### config.mk
export PLATFORM = sky130hd
export DESIGN_NAME = boot_rom
export DESIGN_NICKNAME = d
export VERILOG_FILES = /design/src/harness_pkg.sv /design/src/boot_rom.sv
export SDC_FILE = /design/constraint.sdc
export NUM_CORES = 1
export LEC_CHECK = 0
export ABC_AREA = 0
export ABC_CLOCK_PERIOD_IN_PS = 1400
export BUFFER_PORTS_ARGS = -buffer_cell sky130_fd_sc_hd__buf_2
export CAP_MARGIN = 10
export CORE_MARGIN = 1.5
export CORE_UTILIZATION = 30
export DETAILED_ROUTE_END_ITERATION = 10
export GPL_TIMING_DRIVEN = 1
export PLACE_DENSITY = 0.66
export SYNTH_ARGS = -nofsm -noshare
export SYNTH_HDL_FRONTEND = slang
export SYNTH_SLANG_ARGS = --single-unit
### constraint.sdc
create_clock -name vclk -period 1.4
set_clock_uncertainty 0.2 [all_clocks]
set_input_delay 0.07 -clock vclk [all_inputs]
set_output_delay 0.07 -clock vclk [all_outputs]
set_load 0.05 [all_outputs]
### src/harness_pkg.sv
package harness_pkg;

  localparam int unsigned APB_AW = 32;
  localparam int unsigned APB_DW = 32;

  // --------------------------------------------------------------------------
  // Address map
  // --------------------------------------------------------------------------
  localparam logic [APB_AW-1:0] ROM_BASE  = 32'h0000_1000;
  localparam logic [APB_AW-1:0] ROM_LEN   = 32'h0000_1000;
  localparam logic [APB_AW-1:0] CTRL_BASE = 32'h0000_2000;
  localparam logic [APB_AW-1:0] CTRL_LEN  = 32'h0000_0100;
  // SRAM window length comes from the depth set at the top
  localparam logic [APB_AW-1:0] SRAM_BASE = 32'h8000_0000;

  // Boot image, repeats every 16 words inside the ROM window
  localparam int unsigned ROM_WORDS = 16;
  localparam logic [APB_DW-1:0] BOOT_IMAGE [ROM_WORDS] = '{
    32'h0000_0297, 32'h0202_8593, 32'hF140_2573, 32'h0182_B283,
    32'h0002_8067, 32'h0000_0013, 32'h0000_0013, 32'h0000_0013,
    32'h8000_0000, 32'h0000_0000, 32'h1050_0073, 32'hFFDF_F06F,
    32'hDEAD_BEEF, 32'hCAFE_F00D, 32'h0123_4567, 32'h89AB_CDEF
  };

  typedef enum logic [1:0] {
    TGT_ROM,
    TGT_CTRL,
    TGT_SRAM,
    TGT_NONE
  } target_e;

  // Offsets inside the control window
  typedef enum logic [7:0] {
    REG_CTRL     = 8'h00,
    REG_EXIT     = 8'h04,
    REG_RD_BEATS = 8'h08,
    REG_WR_BEATS = 8'h0C
  } reg_addr_e;

endpackage

### src/boot_rom.sv
`timescale 1ns/100ps

module boot_rom import harness_pkg::*; (
  input  logic              sel_i,
  input  logic              penable_i,
  input  logic              pwrite_i,
  input  logic [APB_AW-1:0] paddr_i,
  output logic [APB_DW-1:0] rdata_o,
  output logic              slverr_o
);

  localparam int unsigned IdxW   = $clog2(ROM_WORDS);
  localparam int unsigned OffLsb = $clog2(APB_DW / 8);

  logic [IdxW-1:0] word_idx;

  // Word offset modulo the image size, window base is aligned
  assign word_idx = paddr_i[OffLsb +: IdxW];

  assign rdata_o = (sel_i && !pwrite_i) ? BOOT_IMAGE[word_idx] : '0;

  // Read-only, writes are refused
  assign slverr_o = sel_i & penable_i & pwrite_i;

endmodule

==> reports/results.ini <==
[global_route]
grt_pass1_vias=838
grt_pass1_wl_mm=3.84
grt_use_total_pct=18.7
antenna_found_initial=0
grt_start_max_net_pins=20
grt-ovfl-total=0

[power]
p_leak_uw=0.000645
power_uw=503
powerDensity_nw_per_um2=361
switching_power_uw=307
comb_power_share_pct=100.0
cellInternalPower_uw=196
p_sw_share_pct=61.0
pwr-share-seq_pct=0
ir_worst_vdd_uv=198
clkPwrFrac_pct=0

[die]
row_count=16
die_w_microns=50.1
start_util_pct=32.9
io_pins=68
dieHeight_microns=50.1
core_sq_um=2020
floorplan.die_area_sq_um=2510

[placement]
dp_hpwl_mm=1.78
port_buffers=40
routabilityCongestion=0.843
place_ws_ps=-171

[sta]
timing.final.crit_share_pct=99.9
tightest_slew_ps=308
setup_viol=0
rsz0062_at_grt=true
finalMaxSlewViolations=0
tns_ps=0
holdWs_ps=374
fin_ws_ps=2.04
hold_violations=0
max_slew_margin_pct=79.2
fin_crit_ps=1400
fmax_ghz=0.715

[flow_run]
maxCapViolations=0

[cts]
cts_hold_buffers=0

[critical_path]
critPathArrivalTime_ps=1130
criticalPathCategory=input pin to primary output
cp_max_fo=4
cp-start-kind=input pin
critPathRequiredTime_ps=1130
crit_path_end_kind=primary output

[route]
ant_nets=0
drc_errors=0
via_per_inst=5.10
num_vias=943
routed_wl_mm=2.40
dr.pass1.iters=4
drt-wirelength-per-cell_microns=13.0
drt_iter0_markers=16

[synthesis]
netlist.area_leader.share_pct=15.0
yosys.area_share.xor_xnor_pct=0
yosys.area_share.simple_pct=30.5
postSynthCellCount=100
syn_area_sq_um=666
synth_mux_area_share_pct=7.52
synth-adder-area-share_pct=15.0
avgSynthCellArea_sq_um=6.66
synth.top_cells.by_area=ha_1 (15%), nor2_1 (9.0%), a21oi_1 (7.5%)
synth_top_family_by_area=compound AO/OA/AOI/OAI gates
yosysTopAreaCell=ha_1
synth_compound_area_share_pct=31.6
syn_nets=143
yosysUniqueCellTypes=29
ys_seq_area_share_pct=0
yosys_warnings=0

[cells_and_area]
n_clock_buffer=0
num-nets-final=203
flops_and_latches=0
register_area_sq_um=0
syn2layout_area_growth_pct=109
antenna_cells=0
fin_util_pct=68.9
final_layout_size_suffix_gt1_share_pct=68.4

[outcome]
outcome=finished clean

[worst_hold_path]
min_path_type=input pin to primary output

-- cell usage in the layout, fill, tap and decap left out, types with 3 or more instances in the layout --
master    netlist  final
a21oi_1        10      5
a211oi_2        2      5
ha_1            8      4
nand2_1         7      6
nor2_1         16     10
buf_4           6     36
mux2i_1         5      5
ha_4            0      3
clkbuf_4        0      4
a21oi_4         0      3
nor2_2          0      4
buf_2           4     15
a21oi_2         2      4
buf_6           2     12
-- logic make-up (layout without fill, tap and decap cells) --
group | count (synthesis) | count (layout)
buf+inv | 16 | 74
compound gates | 30 | 30
mux | 5 | 5
simple gates | 41 | 41
fa+ha+maj | 8 | 8
-- power by group through the flow --
stage / registers [uW] / logic (uW) / clock network, uW
2_1_floorplan: 0 / 315 / 0
3_3_place_gp: 0 / 423 / 0
3_5_place_dp: 0 / 430 / 0
4_1_cts: 0 / 474 / 0
5_1_grt: 0 / 535 / 0
6_report: 0 / 503 / 0
-- routing by layer --
layer	GRT usage [%]	up-vias	share of wire, %
li1	-	463	-
met1	25.5	445	43
met2	34.4	35	53
met3	0.303	0	4.8
met4	0	0	0
met5	0	-	0
-- worst max-delay path, cell delays in order --
cell and delay, ps:
buf_12 110, clkinv_8 50, ha_4 130, nor2b_4 210
buf_6 130, nand2b_4 80, a21oi_2 160, buf_6 170
-- through the flow --
stage               std cells  area, sq um
detailed placement        181         1150
global placement          181         1150
CTS                       183         1300
floorplan                 100          817
finish                    185         1390
global route              185         1390
-- layout make-up --
type	count	area, sq um
inverter	4	32.5
tap	27	33.8
timing repair buffer	70	566
multi-input combinational	84	761
fill	170	629
-- path summary, 6_finish.rpt --
path	from	endpoint	slack (ps)	cells after the start
setup / recovery	paddr_i[2]	rdata_o[22]	2	8
hold / removal	sel_i	slverr_o	370	3
-- synth_stat cells, types with 3 or more instances --
library cell,number
a211oi_1,3
a21oi_1,10
a31oi_1,3
buf_2,4
buf_4,6
ha_1,8
inv_1,3
mux2i_1,5
nand2_1,7
nor2_1,16
nor3_1,4
o21ai_0,3
o21ai_1,3
-- timing repair --
item                       4_1_cts  5_1_grt
cloned                           0        0
setup endpoints to repair       19       18
pin swaps                        3        6
resized for setup               37       24
setup buffers                    2        2
Power figures use the tool's default switching activity.
