$ cat config.mk
export PLATFORM = sky130hd
export DESIGN_NAME = apb_decoder
export DESIGN_NICKNAME = d
export VERILOG_FILES = /design/src/harness_pkg.sv /design/src/apb_decoder.sv
export SDC_FILE = /design/constraint.sdc
export NUM_CORES = 1
export LEC_CHECK = 0
export BUFFER_PORTS_ARGS = -buffer_cell sky130_fd_sc_hd__buf_2
export CAP_MARGIN = 10
export CORE_AREA = 2 2 82 84
export CTS_BUF_LIST = sky130_fd_sc_hd__clkbuf_4 sky130_fd_sc_hd__clkbuf_8 sky130_fd_sc_hd__clkbuf_16
export CTS_CLUSTER_DIAMETER = 100
export DETAILED_ROUTE_END_ITERATION = 12
export DIE_AREA = 0 0 84 86
export GPL_ROUTABILITY_DRIVEN = 0
export PLACE_DENSITY_LB_ADDON = 0.05
export SYNTH_ARGS = -nofsm -noshare
export SYNTH_HDL_FRONTEND = slang
export SYNTH_SLANG_ARGS = --single-unit
$ cat constraint.sdc
create_clock -name clk_i -period 2.8 [get_ports clk_i]
set_input_delay 0.42 -clock clk_i [delete_from_list [all_inputs] [get_ports clk_i]]
set_output_delay 0.42 -clock clk_i [all_outputs]
set_load 0.02 [all_outputs]
$ cat src/harness_pkg.sv
package harness_pkg;

  localparam int unsigned APB_AW = 32;
  localparam int unsigned APB_DW = 32;

  // --------------------------------------------------------------------------
  // Address map
  // --------------------------------------------------------------------------
  localparam logic [APB_AW-1:0] ROM_BASE  = 32'h0000_1000;
  localparam logic [APB_AW-1:0] ROM_LEN   = 32'h0000_1000;
  localparam logic [APB_AW-1:0] CTRL_BASE = 32'h0000_2000;
  localparam logic [APB_AW-1:0] CTRL_LEN  = 32'h0000_0100;
  // SRAM window length comes from the depth set at the top
  localparam logic [APB_AW-1:0] SRAM_BASE = 32'h8000_0000;

  // Boot image, repeats every 16 words inside the ROM window
  localparam int unsigned ROM_WORDS = 16;
  localparam logic [APB_DW-1:0] BOOT_IMAGE [ROM_WORDS] = '{
    32'h0000_0297, 32'h0202_8593, 32'hF140_2573, 32'h0182_B283,
    32'h0002_8067, 32'h0000_0013, 32'h0000_0013, 32'h0000_0013,
    32'h8000_0000, 32'h0000_0000, 32'h1050_0073, 32'hFFDF_F06F,
    32'hDEAD_BEEF, 32'hCAFE_F00D, 32'h0123_4567, 32'h89AB_CDEF
  };

  typedef enum logic [1:0] {
    TGT_ROM,
    TGT_CTRL,
    TGT_SRAM,
    TGT_NONE
  } target_e;

  // Offsets inside the control window
  typedef enum logic [7:0] {
    REG_CTRL     = 8'h00,
    REG_EXIT     = 8'h04,
    REG_RD_BEATS = 8'h08,
    REG_WR_BEATS = 8'h0C
  } reg_addr_e;

endpackage

$ cat src/apb_decoder.sv
`timescale 1ns/100ps

module apb_decoder import harness_pkg::*; #(
  parameter int unsigned NumWords = 256
) (
  input  logic                clk_i,
  input  logic                rst_ni,
  input  logic [APB_AW-1:0]   paddr_i,
  input  logic                psel_i,
  input  logic                penable_i,
  input  logic                pwrite_i,
  input  logic [APB_DW-1:0]   pwdata_i,
  input  logic [APB_DW/8-1:0] pstrb_i,
  output logic [APB_DW-1:0]   prdata_o,
  output logic                pready_o,
  output logic                pslverr_o,
  output logic                sel_rom_o,
  output logic                sel_ctrl_o,
  output logic                sel_sram_o,
  input  logic [APB_DW-1:0]   rom_rdata_i,
  input  logic                rom_slverr_i,
  input  logic [APB_DW-1:0]   ctrl_rdata_i,
  input  logic                ctrl_slverr_i,
  input  logic [APB_DW-1:0]   sram_rdata_i,
  input  logic                sram_slverr_i
);

  localparam logic [APB_AW-1:0] SRAM_LEN = APB_AW'(NumWords * (APB_DW / 8));

  target_e tgt_d, tgt_q, tgt_sel;
  logic    access;

  function automatic target_e decode(input logic [APB_AW-1:0] addr);
    target_e tgt;
    tgt = TGT_NONE;
    if (addr >= ROM_BASE && addr < ROM_BASE + ROM_LEN) begin
      tgt = TGT_ROM;
    end else if (addr >= CTRL_BASE && addr < CTRL_BASE + CTRL_LEN) begin
      tgt = TGT_CTRL;
    end else if (addr >= SRAM_BASE && addr < SRAM_BASE + SRAM_LEN) begin
      tgt = TGT_SRAM;
    end
    return tgt;
  endfunction

  assign tgt_d  = decode(paddr_i);
  assign access = psel_i & penable_i;

  // Target is captured in setup and held for the access cycle
  always_ff @(posedge clk_i or negedge rst_ni) begin
    if (!rst_ni) begin
      tgt_q <= TGT_NONE;
    end else if (psel_i && !penable_i) begin
      tgt_q <= tgt_d;
    end
  end

  assign tgt_sel = penable_i ? tgt_q : tgt_d;

  assign sel_rom_o  = psel_i && (tgt_sel == TGT_ROM);
  assign sel_ctrl_o = psel_i && (tgt_sel == TGT_CTRL);
  assign sel_sram_o = psel_i && (tgt_sel == TGT_SRAM);

  // All targets answer in the access cycle
  assign pready_o = 1'b1;

  always_comb begin
    prdata_o  = '0;
    pslverr_o = 1'b0;
    case (tgt_sel)
      TGT_ROM: begin
        prdata_o  = rom_rdata_i;
        pslverr_o = access & rom_slverr_i;
      end
      TGT_CTRL: begin
        prdata_o  = ctrl_rdata_i;
        pslverr_o = access & ctrl_slverr_i;
      end
      TGT_SRAM: begin
        prdata_o  = sram_rdata_i;
        pslverr_o = access & sram_slverr_i;
      end
      default: pslverr_o = access;
    endcase
  end

endmodule

==> flow_summary.ini <==
[logic_synthesis]
synthSimpleGateAreaFrac_pct = 28.4
synth_top_cells_by_count = nor2_1 (36), a222oi_1 (32), clkbuf_1 (16)
ys_ff_latch = 2
synthAdderAreaFrac_pct = 7.43
synth_top_family_by_area = compound AO/OA/AOI/OAI gates
syn_nets = 298
ys_seq_area_share_pct = 6.24
synth-xor-area-share_pct = 0
synth-edff-count = 0
synth_most_common_cell = nor2_1
synthTopCellsByArea = a222oi_1 (38%), nor2_1 (16%), ha_1 (7.4%), clkbuf_1 (7.1%), dfstp_2 (6.2%)
synth-compound-area-share_pct = 47.4
syn_inst = 121
syn_avg_cell_area_um2 = 6.96
yosysWarningCount = 0
syn_area_um2 = 842
synth.largest_area_cell = a222oi_1
ys.flop_type = dfstp_2
synth_mux_area_share_pct = 1.19
synth_cell_types = 25
synth_top_area_share_pct = 38.0
async_flop_share_pct = 100

[timing]
fin_ws_ns = 0.0117
setup_tns_ns = 0
finalSetupViolCount = 0
fin_crit_ns = 2.79
rsz0062_at_grt = yes
fin_skew_ns = 0
period_share_pct = 99.6
final_max_slew_viol_count = 0
finalHoldViolCount = 0
fmax_mhz = 359

[worst_setup_path]
crit_family = compound AO/OA/AOI/OAI gates
critPathLaunchType = primary input
reg2reg_depth = 2
r2r_slack_ns = 1.96
cpPeakStageDelay_ns = 0.24
required_ns = 2.38
path_class = in2out
timing.critical_path.cells = buf_2 > nor4_4 > nand4_1 > nor4_4 > buf_4 > a32o_2 > ha_4 > a22oi_1 > o21ai_1 > o211a_1 > buf_6
path_common_cell = nor4_4
r2r_end = tgt_q[1]
crit_fanout = 5
crit_path_end_kind = output port
r2r_start = tgt_q[1]
worst-path-buf-inv = 3
arrival_ns = 2.37
cp_slowest_cell = nor4_4

[power_and_ir_drop]
p_int_uw = 195
power_leakage_uw = 0.00109
p_sw_uw = 62.9
pwr-share-comb_pct = 45.6
p_clk_share_pct = 43.1
cellPowerDensity_nw_per_um2 = 115
switching_share_pct = 24.4
ir_drop_uv = 210
p_seq_share_pct = 11.3

[global_routing]
grt_max_degree = 27
grt_usage_pct = 13.2
grt_pass1_vias = 1757
antenna_found_initial = 0
grt-ovfl-total = 0
grt_pass1_wl_um = 8050

[floorplan]
boundaryPins = 209
die_area_um2 = 7220
die_w_um = 84
start_util_pct = 13.4
die_y_um = 86
core_um2 = 6280
rows = 29

[layout]
drive_above_1_share_pct = 69.4
areaGrowthSynthToFinish_pct = 166
diodes = 0
largest_register_ffs = 2
top_regs = tgt_q x2
nets = 470
top_register = tgt_q

[detailed_routing]
top_layer_used = met4
wl_met1_um = 2100
wl_met3_um = 479
vias_per_cell = 4.87
wire_per_inst_um = 14.9
drc_errors = 0
vias = 1791
drt_iter0_markers = 140
wl_met2_um = 2870
routed_wl_um = 5470
firstDrtPassIters = 7
drtAntennaViolNets = 0

[min_path]
hold_path.class = in2async

[flow_run]
maxCapViolCount = 0

[run_status]
run_status = finished clean

[place]
hpwl_um = 3980
port-buffer-count = 162
post-place-ws_ns = -0.229

[clocking]
clock_latency_ns = 0.21
cts_sinks = 2
htreeDepth = 1
clockBufferDepth = 2
ctsHoldBuffers = 0
cts_tree = done
cts-root-buf = clkbuf_8
clkTransAtPathRegs_ns = 0.03
numCtsBuffers = 3
[metrics by stage]
stage	util [%]	power, µW	std cells	cell area, µm²	hold slack [ns]
2_1_floorplan	-	43.2	121	842	0.272
3_3_place_gp	29.5	135	359	1850	0.374
3_5_place_dp	29.5	136	359	1850	0.375
4_1_cts	31.6	258	362	1990	0.154
5_1_grt	35.7	279	368	2240	0.158
6_report	35.7	258	368	2240	0.156
[layer usage]
metal,track usage [%],vias to the layer above
li1,-,851
met1,15.3,832
met2,25.5,106
met3,2.98,2
met4,1.32,0
met5,0,-
[placed cells by master, fill, tap and decap left out, drive strengths merged]
cell type	n
and2	3
clkbuf	7
a32o	1
nand4	1
a22o	1
a222oi	32
mux2i	1
dfstp	2
o21ai	1
ha	5
nor4b	1
nand2b	1
nand2	2
conb	1
buf	180
a22oi	3
nor2b	1
o211a	1
nor4	4
inv	2
nor2	36
a32oi	2
a21oi	1
nor3	2
[logic make-up after synthesis]
family,after synthesis
flops,2
compound gates,42
mux,1
other cells,1
buf+inv,19
simple gates,51
fa+ha+maj,5
[power by group through the flow]
stage          Combinational [µW]  Sequential [µW]  Clock (µW)
6_report                      117             29.3         111
2_1_floorplan                13.8             29.5           0
3_3_place_gp                  105             29.5           0
5_1_grt                       129             29.2         121
4_1_cts                       114             29.3         115
3_5_place_dp                  106             29.5           0
[worst max-delay path by stage]
stage                            from      endpoint  slack [ns]  depth (start not counted)
final                     paddr_i[24]     pslverr_o        0.01                         11
after detailed placement  paddr_i[29]     pslverr_o       -0.23                         11
after global routing      paddr_i[29]  prdata_o[16]       -0.21                         11
after CTS                 paddr_i[17]  prdata_o[16]        -0.1                         10
after floorplan           paddr_i[17]   prdata_o[0]        0.01                          9
after global placement    paddr_i[29]  prdata_o[16]       -0.27                         10
[cell type report]
type | count | area, µm²
timing repair buffer | 184 | 1230
fill | 679 | 4030
multi-input combinational | 100 | 818
sequential | 2 | 52.6
inverter | 2 | 7.51
clock buffer | 3 | 41.3
tap | 77 | 96.3
[repair_timing]
action | in CTS | in global routing
setup endpoints to repair | 33 | 35
resized for setup | 18 | 42
setup buffers | 0 | 1
gates cloned | 0 | 5
pin swaps | 14 | 11
(Power assumes the default switching activity.)
