--- config.mk ---
export PLATFORM = sky130hd
export DESIGN_NAME = harness_regs
export DESIGN_NICKNAME = d
export VERILOG_FILES = /design/src/harness_pkg.sv /design/src/harness_regs.sv
export SDC_FILE = /design/constraint.sdc
export NUM_CORES = 1
export LEC_CHECK = 0
export BUFFER_PORTS_ARGS = -buffer_cell sky130_fd_sc_hd__clkbuf_2
export CAP_MARGIN = 20
export CELL_PAD_IN_SITES_DETAIL_PLACEMENT = 1
export CELL_PAD_IN_SITES_GLOBAL_PLACEMENT = 1
export CORE_ASPECT_RATIO = 0.75
export CORE_UTILIZATION = 24
export DETAILED_ROUTE_END_ITERATION = 16
export MAX_ROUTING_LAYER = met4
export PLACE_DENSITY = 0.81
export SLEW_MARGIN = 20
export SYNTH_ARGS = -nofsm -noshare
export SYNTH_HDL_FRONTEND = slang
export SYNTH_SLANG_ARGS = --single-unit
export TNS_END_PERCENT = 100
--- constraint.sdc ---
create_clock -name clk_i -period 1.7 [get_ports clk_i]
set_clock_uncertainty 0.05 [all_clocks]
set_input_delay 0.425 -clock clk_i [delete_from_list [all_inputs] [get_ports clk_i]]
set_output_delay 0.425 -clock clk_i [all_outputs]
set_load 0.005 [all_outputs]
--- src/harness_pkg.sv ---
package harness_pkg;

  localparam int unsigned APB_AW = 32;
  localparam int unsigned APB_DW = 32;

  // --------------------------------------------------------------------------
  // Address map
  // --------------------------------------------------------------------------
  localparam logic [APB_AW-1:0] ROM_BASE  = 32'h0000_1000;
  localparam logic [APB_AW-1:0] ROM_LEN   = 32'h0000_1000;
  localparam logic [APB_AW-1:0] CTRL_BASE = 32'h0000_2000;
  localparam logic [APB_AW-1:0] CTRL_LEN  = 32'h0000_0100;
  // SRAM window length comes from the depth set at the top
  localparam logic [APB_AW-1:0] SRAM_BASE = 32'h8000_0000;

  // Boot image, repeats every 16 words inside the ROM window
  localparam int unsigned ROM_WORDS = 16;
  localparam logic [APB_DW-1:0] BOOT_IMAGE [ROM_WORDS] = '{
    32'h0000_0297, 32'h0202_8593, 32'hF140_2573, 32'h0182_B283,
    32'h0002_8067, 32'h0000_0013, 32'h0000_0013, 32'h0000_0013,
    32'h8000_0000, 32'h0000_0000, 32'h1050_0073, 32'hFFDF_F06F,
    32'hDEAD_BEEF, 32'hCAFE_F00D, 32'h0123_4567, 32'h89AB_CDEF
  };

  typedef enum logic [1:0] {
    TGT_ROM,
    TGT_CTRL,
    TGT_SRAM,
    TGT_NONE
  } target_e;

  // Offsets inside the control window
  typedef enum logic [7:0] {
    REG_CTRL     = 8'h00,
    REG_EXIT     = 8'h04,
    REG_RD_BEATS = 8'h08,
    REG_WR_BEATS = 8'h0C
  } reg_addr_e;

endpackage

--- src/harness_regs.sv ---
`timescale 1ns/100ps

module harness_regs import harness_pkg::*; (
  input  logic              clk_i,
  input  logic              rst_ni,
  input  logic              sel_i,
  input  logic              penable_i,
  input  logic              pwrite_i,
  input  logic [APB_AW-1:0] paddr_i,
  input  logic [APB_DW-1:0] pwdata_i,
  input  logic [31:0]       rd_beats_i,
  input  logic [31:0]       wr_beats_i,
  output logic [APB_DW-1:0] rdata_o,
  output logic              slverr_o,
  output logic              ndmreset_req_o,
  output logic              debug_en_o,
  output logic [31:0]       exit_o
);

  reg_addr_e   reg_addr;
  logic        access;
  logic        err;
  logic        wr_ctrl;
  logic        wr_exit;
  logic        rst_req_q;
  logic        debug_en_q;
  logic [31:0] exit_q;

  assign reg_addr = reg_addr_e'(paddr_i[7:0]);
  assign access   = sel_i & penable_i;

  // --------------------------------------------------------------------------
  // Offset decode and read mux
  // --------------------------------------------------------------------------
  always_comb begin
    rdata_o = '0;
    err     = 1'b0;
    wr_ctrl = 1'b0;
    wr_exit = 1'b0;
    case (reg_addr)
      REG_CTRL: begin
        rdata_o = {{(APB_DW-2){1'b0}}, debug_en_q, rst_req_q};
        wr_ctrl = pwrite_i;
      end
      REG_EXIT: begin
        rdata_o = exit_q;
        wr_exit = pwrite_i;
      end
      // Beat counters are read-only
      REG_RD_BEATS: begin
        rdata_o = rd_beats_i;
        err     = pwrite_i;
      end
      REG_WR_BEATS: begin
        rdata_o = wr_beats_i;
        err     = pwrite_i;
      end
      default: err = 1'b1;
    endcase
  end

  assign slverr_o = access & err;

  // --------------------------------------------------------------------------
  // Registers, kept on power-on reset only
  // --------------------------------------------------------------------------
  always_ff @(posedge clk_i or negedge rst_ni) begin
    if (!rst_ni) begin
      rst_req_q  <= 1'b0;
      debug_en_q <= 1'b1;
      exit_q     <= '0;
    end else begin
      if (access && wr_ctrl) begin
        rst_req_q  <= pwdata_i[0];
        debug_en_q <= pwdata_i[1];
      end
      if (access && wr_exit) begin
        exit_q <= pwdata_i;
      end
    end
  end

  assign ndmreset_req_o = rst_req_q;
  assign debug_en_o     = debug_en_q;
  assign exit_o         = exit_q;

endmodule

==> results of run 1 <==
metal layers:
metal	GRT usage (%)	up-vias	share of wire [%]
met1	20.6	1175	42
met3	3.18	5	5.6
met2	33.8	101	52
met5	-	-	0
met4	4.13	0	0.53
li1	-	1074	-
stage by stage:
step	total power [W]	area (sq um)	instances	setup slack [ns]
floorplan	0.00101	2330	189	-0.0195
global placement	0.00120	3410	488	-0.223
detailed placement	0.00122	3410	488	-0.261
CTS	0.00232	3760	502	-0.199
global route	0.00240	3820	504	-0.241
finish	0.00229	3820	504	-0.191
path summary, 6_finish.rpt:
path	start	endpoint	slack, ns	cells past startpoint
worst max-delay path	paddr_i[3]	rdata_o[18]	-0.19	6
worst min-delay path	rst_ni	exit_o[13]	0.06	1
worst max register to register	ndmreset_req_o	ndmreset_req_o	0.66	3
worst min register to register	exit_o[16]	exit_o[16]	0.48	1
max in group asynchronous	rst_ni	exit_o[9]	1.06	2
min in group clk_i	pwdata_i[2]	exit_o[2]	0.33	2
registers in the layout, indices dropped and copies added (netlist names):
signal and flops:
debug_en_o 1, ndmreset_req_o 1, exit_o 32
cell type report:
type	instances	share of cell area, %
clock buffers	7	3.47
flip-flops and latches	34	22.3
clock inverters	1	0.786
well taps	128	4.19
multi-input cells	138	37.0
repair buffers	196	32.2
worst reg2reg max path: stages, from the launching register on:
cell	delay, ns
dfrtp_1	0.37
buf_4	0.13
buf_4	0.13
mux2_2	0.25
cell usage after synthesis:
cell / n
nor4_4: 1
a22oi_1: 30
mux2_4: 30
clkbuf_1: 9
dfstp_2: 1
buf_2: 5
a31oi_1: 1
mux2_2: 34
mux4_2: 2
nand4_4: 1
dfrtp_1: 33
buf_6: 3
and3_1: 2
nand2_1: 3
nor2_1: 31
nor2b_1: 1
and4b_1: 2
cells in the final DEF, fill, tap and decap left out:
cell         n
buf_12       8
mux2_2      33
nand4_4      1
buf_6        3
nor2_1      22
nand2_2      1
and4b_1      2
clkbuf_16    6
bufinv_16    1
dfstp_2      1
clkbuf_1     2
a31oi_1      1
a22oi_2     11
buf_4        8
mux4_2       2
dfrtp_1     33
and3_4       2
clkbuf_2   169
nor2_2       9
mux2_4      31
nand2_1      2
clkbuf_4     1
a22oi_1     19
buf_16       3
nor2b_2      1
nor4_4       1
buf_2        3
kinds of logic after synthesis:
group	count (synthesis)
and+or+nand+nor	41
muxes	66
DFF	34
buffers and inverters	17
AOI/OAI and AO/OA	31
power breakdown:
group | internal, W | switching (W) | leakage [nW]
Combinational | 0.000252 | 0.000182 | 1.54
Sequential | 0.000822 | 0.00000931 | 0.470
Clock | 0.000693 | 0.000326 | 0.0781
Total | 0.00177 | 0.000518 | 2.09
repair_timing:
item | 4_1_cts | 5_1_grt
pin swaps | 5 | 0
endpoints found under the hold margin | 0 | 0
resized for setup | 21 | 15
cloned | 3 | 0
setup buffers | 3 | 2
endpoints found under the setup margin | 32 | 33
==> results.md, run 1 <==
- CP max stage delay: 0.32 ns
- Synth warn: 0
- Slack of the critical path: -0.191 ns
- Multi-input gate area: 1420 sq um
- Setup TNS: -4.93 ns
- Simple-Gate Fraction of Synth Area: 9.23%
- Max_slew headroom: 66.4%
- #FFs+latches synth: 34
- Count of cell types in the netlist: 17
- DRC violations left: 0
- Crit-path cells: clkbuf_16 -> buf_12 -> mux2_2 -> a22oi_1 -> nor2_2 -> buf_2
- Largest net degree at the start of global routing: 22
- CP delay by family, top: buffers and inverters
- RSZ-0062 raised after global routing: true
- I/O pin cnt: 200
- Achievable Freq: around 530 MHz
- Worst-Margin Slew: 0.503 ns
- Worst-Skew Late Latency: roughly 0.27 ns
- Share of the yosys chip area belonging to registers: between 30% and 40%
- Gr usage total: 18.3%
- WL/cell: 17.2 microns
- Yosys top cell area share: 36.5%
- Xor and xnor area share after synthesis: 0%
- Port Buffer Count: 175
- Total number of vias: 2355
- Worst setup SP type: input pin
- Proportion of synthesized area in mux cells: 38.8%
- ANT cells: 0
- CTS tree: yes
- Post-synth top area cell: dfrtp_1
- Clock buffer depth: 2
- Fin nets: 508
- Die W: 114 microns
- Synth Area in Compound Gates: 10.2%
- Clk slew on worst S/H paths: about 0.05 ns
- H-tree levels: 2
- Maximum vdd drop: 0.000296 V
- # clock sinks: 34
- Fin crit share: 111%
- Post-detailed-route count of antenna-violating nets: 0
- GRT overflow: 0
- Vias in the first global route: 2530
- Fin. Hold Viols: 0
- First-pass GRT wire length: 13300 microns
- DR iter-0 viols: 39
- Largest cells by area after synthesis: dfrtp_1, mux2_4, mux2_2
- Share of cells above drive strength 1: 78.5%
- WHS: just under 0.06 ns
- Required time worst endpoint: between 1 and 1.5 ns
- Fill count: 1072
- Mapped Nets: roughly 320
- Crit path DAT: 1.42 ns
- Hold crit path type: in -> async
- Post-layout util: 42.1%
- Initial core utilization: between 20 and 25%
- Setup violations, final: 32
- CP Class: in -> out
- CP endpoint kind: primary output
- Syn Inst Count: between 150 and 200
- Die Area: 9830 sq um
- Synth Area in Adders: 0%
- Gpl congestion: about 0.72
- Area of the core: 9080 sq um
- DP Wirelength: 6220 microns
- # hold bufs at CTS: 0
- Status: complete, but fails checks
- Final wirelength: 8670 microns
- Site Rows: 30
- P&R area growth vs syn: 68.8%
- Length of the first detailed-routing pass in iterations: 4
- Failing checks: negative setup slack
- Avg Cell Area, Syn: 12.0 sq um
- Post-Syn Area: about 2300 sq um
- PwrDens: 598 nW/um^2
- CTS root buf: clkbuf_16
- Maximum Capacitance Violations: 0
- WP buf/inv: 3
- Final number of max-transition violations: 0
- CP Max Fanout: 6
- Main combinational cell family by area after synthesis: multiplexers
- Vias/cell: 4.67
- Leak pwr: 2.09 nW
- Final min period: approximately 1.9 ns
- Height of the die: roughly 86 microns
- FF+latch area: 852 sq um
- CP max stage cell: mux2_2
- CTS buffer count: 5
- Initial antenna violation count: 0
Note: power is estimated with default switching activity, not from simulation.
==> inputs of run 2 (changes only) <==
--- a/config.mk
+++ b/config.mk
@@ -7,13 +7,11 @@
 export LEC_CHECK = 0
 export BUFFER_PORTS_ARGS = -buffer_cell sky130_fd_sc_hd__clkbuf_2
 export CAP_MARGIN = 20
-export CELL_PAD_IN_SITES_DETAIL_PLACEMENT = 1
-export CELL_PAD_IN_SITES_GLOBAL_PLACEMENT = 1
 export CORE_ASPECT_RATIO = 0.75
-export CORE_UTILIZATION = 24
+export CORE_UTILIZATION = 34
 export DETAILED_ROUTE_END_ITERATION = 16
 export MAX_ROUTING_LAYER = met4
-export PLACE_DENSITY = 0.81
+export PLACE_DENSITY = 0.8
 export SLEW_MARGIN = 20
 export SYNTH_ARGS = -nofsm -noshare
 export SYNTH_HDL_FRONTEND = slang
==> run 2 against run 1 <==
  * The flow still finishes with violations (negative setup slack)
  * Cell area is 5.2% lower
  * Worst hold slack worse by 0.023 ns
  * Flip-flop and latch count is the same
  * Combinational power decreased by 8.8%
  * Cell count fell by 9.1%
  * Largest power group is now sequential cells
  * Highest routed layer unchanged
==> results.md, run 2 (synthesis results as in run 1) <==
- Site Rows: 25
- DR iter-0 viols: 33
- Final min period: approximately 1.9 ns
- Fin crit share: 111%
- Final number of max-transition violations: 0
- Combinational cell fraction of total power: 21.7%
- Commonest non-fill, non-tap cells in the layout: clkbuf_2, mux2_2, dfrtp_1
- CP most frequent cell: clkbuf_2
- CP endpoint kind: primary output
- CTS root buf: clkbuf_8
- Vias in the first global route: 2060
- Fin. Hold Viols: 0
- PwrDens: 504 nW/um^2
- Hold crit path type: in -> async
- P_int: 0.00138 W
- Leak pwr: 2.05 nW
- Worst-Margin Slew: approximately 0.46 ns
- First-pass GRT wire length: 9920 microns
- Post-layout util: between 50% and 60%
- Final wirelength: 7440 microns
- Area of the core: 6350 sq um
- Worst setup SP type: input pin
- Total number of vias: 2290
- Required time worst endpoint: 1.22 ns
- Setup violations, final: 56
- GRT overflow: 0
- DRC violations left: 0
- Largest net degree at the start of global routing: 33
- CP Max Fanout: 5
- FF-to-FF path depth: 3
- ANT cells: 0
- # hold bufs at CTS: 0
- P&R area growth vs syn: 60.0%
- Post-detailed-route count of antenna-violating nets: 0
- Fin nets: ~510
- CP max stage cell: mux4_2
- Failing checks: negative setup slack
- Flop-to-flop setup slack: 0.63 ns
- Die Area: 6990 sq um
- I/O pin cnt: 200
- Gpl congestion: between 0.8 and 0.9
- R2R Path End: exit_o[0]
- DP Wirelength: 5270 microns
- Seq pwr share: between 40% and 50%
- Achievable Freq: about 530 MHz
- CTS tree: yes
- Crit-path cells: clkbuf_2 -> mux4_2 -> and3_4 -> clkbuf_2
- Worst-Skew Late Latency: 0.27 ns
- Sw Pwr: 0.000441 W
- Gr usage total: 19.8%
- CP Class: in -> out
- RR Startpoint: exit_o[0]
- Share of cells above drive strength 1: 76.4%
- H-tree levels: 2
- Sw Ratio: 24.2%
- Most common cell after layout, fill and taps aside: clkbuf_2
- # clock sinks: 34
- Clock buffer depth: 2
- Number of flip-flops in the largest register: 32
- Clk pwr share: 32.7%
- Setup TNS: -5.50 ns
- Crit path DAT: 1.42 ns
- Total power: around 0.0018 W
- RSZ-0062 raised after global routing: true
- Status: complete, but fails checks
- Length of the first detailed-routing pass in iterations: 4
- Clk slew on worst S/H paths: 0.07 ns
- Slack of the critical path: -0.192 ns
- WL/cell: ~16 microns
- Maximum vdd drop: 0.000280 V
- Die W: 96.2 microns
- Vias/cell: 5.00
- Multi-input gate area: ~1400 sq um
- CTS buffer count: 5
- Initial antenna violation count: 0
- Port Buffer Count: around 180
- Height of the die: 72.7 microns
- FF+latch area: about 850 sq um
- CP max stage delay: around 0.54 ns
- Maximum Capacitance Violations: 0
- Initial core utilization: around 36%
- Max_slew headroom: 69.1%
- Fill count: 551
-- run 2: changes by cell type in the layout (fill, tap and decap cells not counted), sizes merged --
| cell | change |
|---|---|
| buf | -2 |
| clkbuf | +3 |
| bufinv | -1 |
| clkinv | +1 |
-- run 2: how the worst max path moves through the flow --
| stage | from | end | cells after the start |
|---|---|---|---|
| finish | paddr_i[2] | rdata_o[1] | 4 |
| global route | exit_o[1] | rdata_o[1] | 3 |
| CTS | paddr_i[1] | rdata_o[27] | 6 |
| detailed placement | paddr_i[3] | exit_o[17] | 6 |
| global placement | paddr_i[3] | exit_o[18] | 6 |
| floorplan | paddr_i[4] | rdata_o[10] | 4 |
-- run 2: per-stage QoR --
step	instances	hold slack (ns)	area, sq um	worst slack, ns
final	458	0.0364	3620	-0.192
after global placement	440	0.340	3290	-0.202
after detailed placement	440	0.346	3290	-0.224
after global routing	458	0.0667	3620	-0.250
after CTS	454	0.0403	3490	-0.166
after floorplan	189	0.0794	2330	-0.0195
-- run 2: layout make-up --
cell class | instances | area share (%)
multi-input combinational | 138 | 37.7
clock buffer | 7 | 2.38
timing repair buffer | 197 | 33.5
clock inverter | 1 | 0.138
sequential | 34 | 23.5
tap | 81 | 2.80
-- run 2: power by group through the flow --
stage | sequential (W) | combinational (W) | clock (W)
after floorplan | 0.000846 | 0.000164 | 0
after global placement | 0.000846 | 0.000347 | 0
after detailed placement | 0.000846 | 0.000362 | 0
after CTS | 0.000831 | 0.000388 | 0.000624
after global routing | 0.000832 | 0.000430 | 0.000664
final | 0.000831 | 0.000396 | 0.000596
-- run 2: repair_timing --
action	4_1_cts	5_1_grt
endpoints found under the setup margin	33	45
resized for setup	6	21
setup buffers	4	2
pin swaps	3	2
cloned	2	2
-- run 2: worst max-delay path: cells and delay by family --
| kind | cells | cell delay [ns] |
|---|---|---|
| buffers and inverters | 2 | 0.28 |
| and+or+nand+nor | 1 | 0.17 |
| muxes | 1 | 0.54 |
-- run 2: routing by layer --
layer | vias to the layer above | share of wire [%] | track usage (%)
met5 | - | 0 | -
met4 | 0 | 0.91 | 5.14
met3 | 8 | 5.8 | 4.17
met2 | 108 | 51 | 34.0
met1 | 1095 | 42 | 23.5
li1 | 1079 | - | -
==> inputs of run 3 (changes only) <==
--- a/config.mk
+++ b/config.mk
@@ -8,10 +8,11 @@
 export BUFFER_PORTS_ARGS = -buffer_cell sky130_fd_sc_hd__clkbuf_2
 export CAP_MARGIN = 20
 export CORE_ASPECT_RATIO = 0.75
-export CORE_UTILIZATION = 34
+export CORE_UTILIZATION = 42
+export CTS_BUF_LIST = sky130_fd_sc_hd__clkbuf_8
 export DETAILED_ROUTE_END_ITERATION = 16
 export MAX_ROUTING_LAYER = met4
-export PLACE_DENSITY = 0.8
+export PLACE_DENSITY = 0.92
 export SLEW_MARGIN = 20
 export SYNTH_ARGS = -nofsm -noshare
 export SYNTH_HDL_FRONTEND = slang
==> constraint.sdc (replaced) <==
create_clock -name clk_i -period 2.3 [get_ports clk_i]
set_clock_uncertainty 0.05 [all_clocks]
set_input_delay 0.575 -clock clk_i [delete_from_list [all_inputs] [get_ports clk_i]]
set_output_delay 0.575 -clock clk_i [all_outputs]
set_load 0.005 [all_outputs]
==> run 3 against run 2 <==
  * The flow now finishes without violations
  * Combinational power fell by 32%
  * Register-to-register slack improved by 0.84 ns
  * Clock-buffer cell count fell by 1
  * Cell count fell by 3.7%
  * Routed wire length fell by 12%
  * Non-clock buffer count fell by 8
  * Flip-flop and latch count did not move
  * Die area fell by 19%
  * Worst hold slack improved by 0.16 ns
  * Global-route usage rose by 3.6 points
  * Via count fell by 3.1%
  * Highest routed layer unchanged
==> results.md, run 3 (synthesis results as in run 1) <==
- Final min period: around 2.3 ns
- Clk pwr share: 33.2%
- Clock buffer depth: 2
- Clk slew on worst S/H paths: 0.07 ns
- Hold crit path type: in -> async
- Worst-Margin Slew: just under 0.5 ns
- Sw Ratio: 24.2%
- DP Worst Slack: 0.0502 ns
- Fin nets: about 500
- Fin. Hold Viols: 0
- Die Area: 5690 sq um
- Die W: between 80 and 90 microns
- CTS tree: yes
- Status: complete, no violations
- Flop-to-flop setup slack: 1.47 ns
- FF+latch area: 852 sq um
- RR Startpoint: exit_o[8]
- # hold bufs at CTS: 0
- Area of the core: 5040 sq um
- R2R Path End: exit_o[8]
- P&R area growth vs syn: 50.0%
- Crit path DAT: about 1.6 ns
- DP Wirelength: 5160 microns
- Slack of the critical path: 0.0453 ns
- CP Max Fanout: 18
- I/O pin cnt: 200
- Leak pwr: 1.97 nW
- Gpl congestion: 0.772
- Sw Pwr: around 0.00032 W
- Largest net degree at the start of global routing: 33
- Vias/cell: around 5.0
- Post-layout util: 67.4%
- Setup violations, final: 0
- Initial core utilization: approximately 45%
- Max_slew headroom: 67.8%
- Gr usage total: 23.3%
- Final number of max-transition violations: 0
- Worst-Skew Late Latency: approximately 0.27 ns
- Post-detailed-route count of antenna-violating nets: 0
- Initial antenna violation count: 0
- Worst setup SP type: input pin
- Maximum Capacitance Violations: 0
- Fin crit share: 98.0%
- WL/cell: ~15 microns
- Most common cell after layout, fill and taps aside: clkbuf_2
- CP Class: in -> out
- CTS buffer count: 5
- Height of the die: around 66 microns
- Combinational cell fraction of total power: between 20% and 30%
- Seq pwr share: 46.4%
- FF-to-FF path depth: 1
- CTS root buf: clkbuf_8
- Port Buffer Count: 175
- First-pass GRT wire length: 9950 microns
- DR iter-0 viols: 55
- Share of cells above drive strength 1: 72.1%
- Number of flip-flops in the largest register: 32
- WHS: between 0.15 and 0.2 ns
- RSZ-0062 raised after global routing: true
- GRT overflow: 0
- Multi-input gate area: roughly 1300 sq um
- P_int: roughly 0.0010 W
- CP endpoint kind: primary output
- Vias in the first global route: 2228
- Maximum vdd drop: between 0.0002 and 0.00025 V
- # placed instances: 432
- Site Rows: 22
- Fill count: between 300 and 400
- PwrDens: 390 nW/um^2
- Required time worst endpoint: between 1.5 and 2 ns
- Non-filler cells, final: 441
- H-tree levels: 2
- Length of the first detailed-routing pass in iterations: 6
- DRC violations left: 0
- Final wirelength: 6580 microns
- Total number of vias: ~2200
- # clock sinks: 34
- ANT cells: 0
- Achievable Freq: 444 MHz
- Commonest non-fill, non-tap cells in the layout: clkbuf_2, mux2_2, dfrtp_1
[run 3: cell count changes in the layout (fill, tap and decap cells not counted), sizes merged]
cell,change
buf,-9
inv,+1
[run 3: final cells by class]
type / count / share of cell area [%]
repair buffers: 189 / 30.5
clock buffers: 6 / 2.43
well taps: 72 / 2.65
flip-flops and latches: 34 / 25.1
clock inverters: 2 / 0.258
multi-input cells: 138 / 39.1
[run 3: repair_timing]
item                       in CTS  in global routing
resized for setup               0                  2
setup endpoints to repair       0                  9
setup buffers                   0                  0
[run 3: power groups by stage]
stage	combinational, W	sequential [W]	clock, W
3_3_place_gp	0.000253	0.000625	0
2_1_floorplan	0.000114	0.000625	0
6_report	0.000269	0.000614	0.000440
3_5_place_dp	0.000264	0.000625	0
4_1_cts	0.000264	0.000614	0.000454
5_1_grt	0.000293	0.000615	0.000485
[run 3: worst max-delay path, stage by stage]
cell,delay (ns)
clkbuf_2,0.10
nor4_4,0.33
nand2_1,0.13
buf_4,0.22
nor2_1,0.13
clkbuf_2,0.13
[run 3: worst max-delay path by stage]
| stage | startpoint | end | slack (ns) | cells past startpoint |
|---|---|---|---|---|
| global placement | paddr_i[1] | rdata_o[7] | 0.11 | 6 |
| finish | paddr_i[4] | rdata_o[18] | 0.05 | 6 |
| floorplan | paddr_i[3] | rdata_o[12] | 0.21 | 5 |
| global route | paddr_i[4] | rdata_o[27] | -0.004 | 6 |
| CTS | paddr_i[1] | rdata_o[18] | 0.04 | 6 |
| detailed placement | paddr_i[1] | rdata_o[18] | 0.05 | 6 |
[run 3: metal layers]
metal  vias up  wire length [microns]  GRT usage [%]
li1       1057                      -              -
met3         2                    388           5.40
met2       103                   3480           44.7
met1      1058                   2690           24.3
met4         0                     17           5.63
met5         -                      0              -
[run 3: stage by stage]
stage / TNS, ns / area [sq um] / total power, W
3_5_place_dp: 0 / 3270 / 0.000889
4_1_cts: 0 / 3370 / 0.00133
6_report: 0 / 3400 / 0.00132
2_1_floorplan: 0 / 2260 / 0.000738
3_3_place_gp: 0 / 3270 / 0.000877
5_1_grt: -0.00392 / 3400 / 0.00139
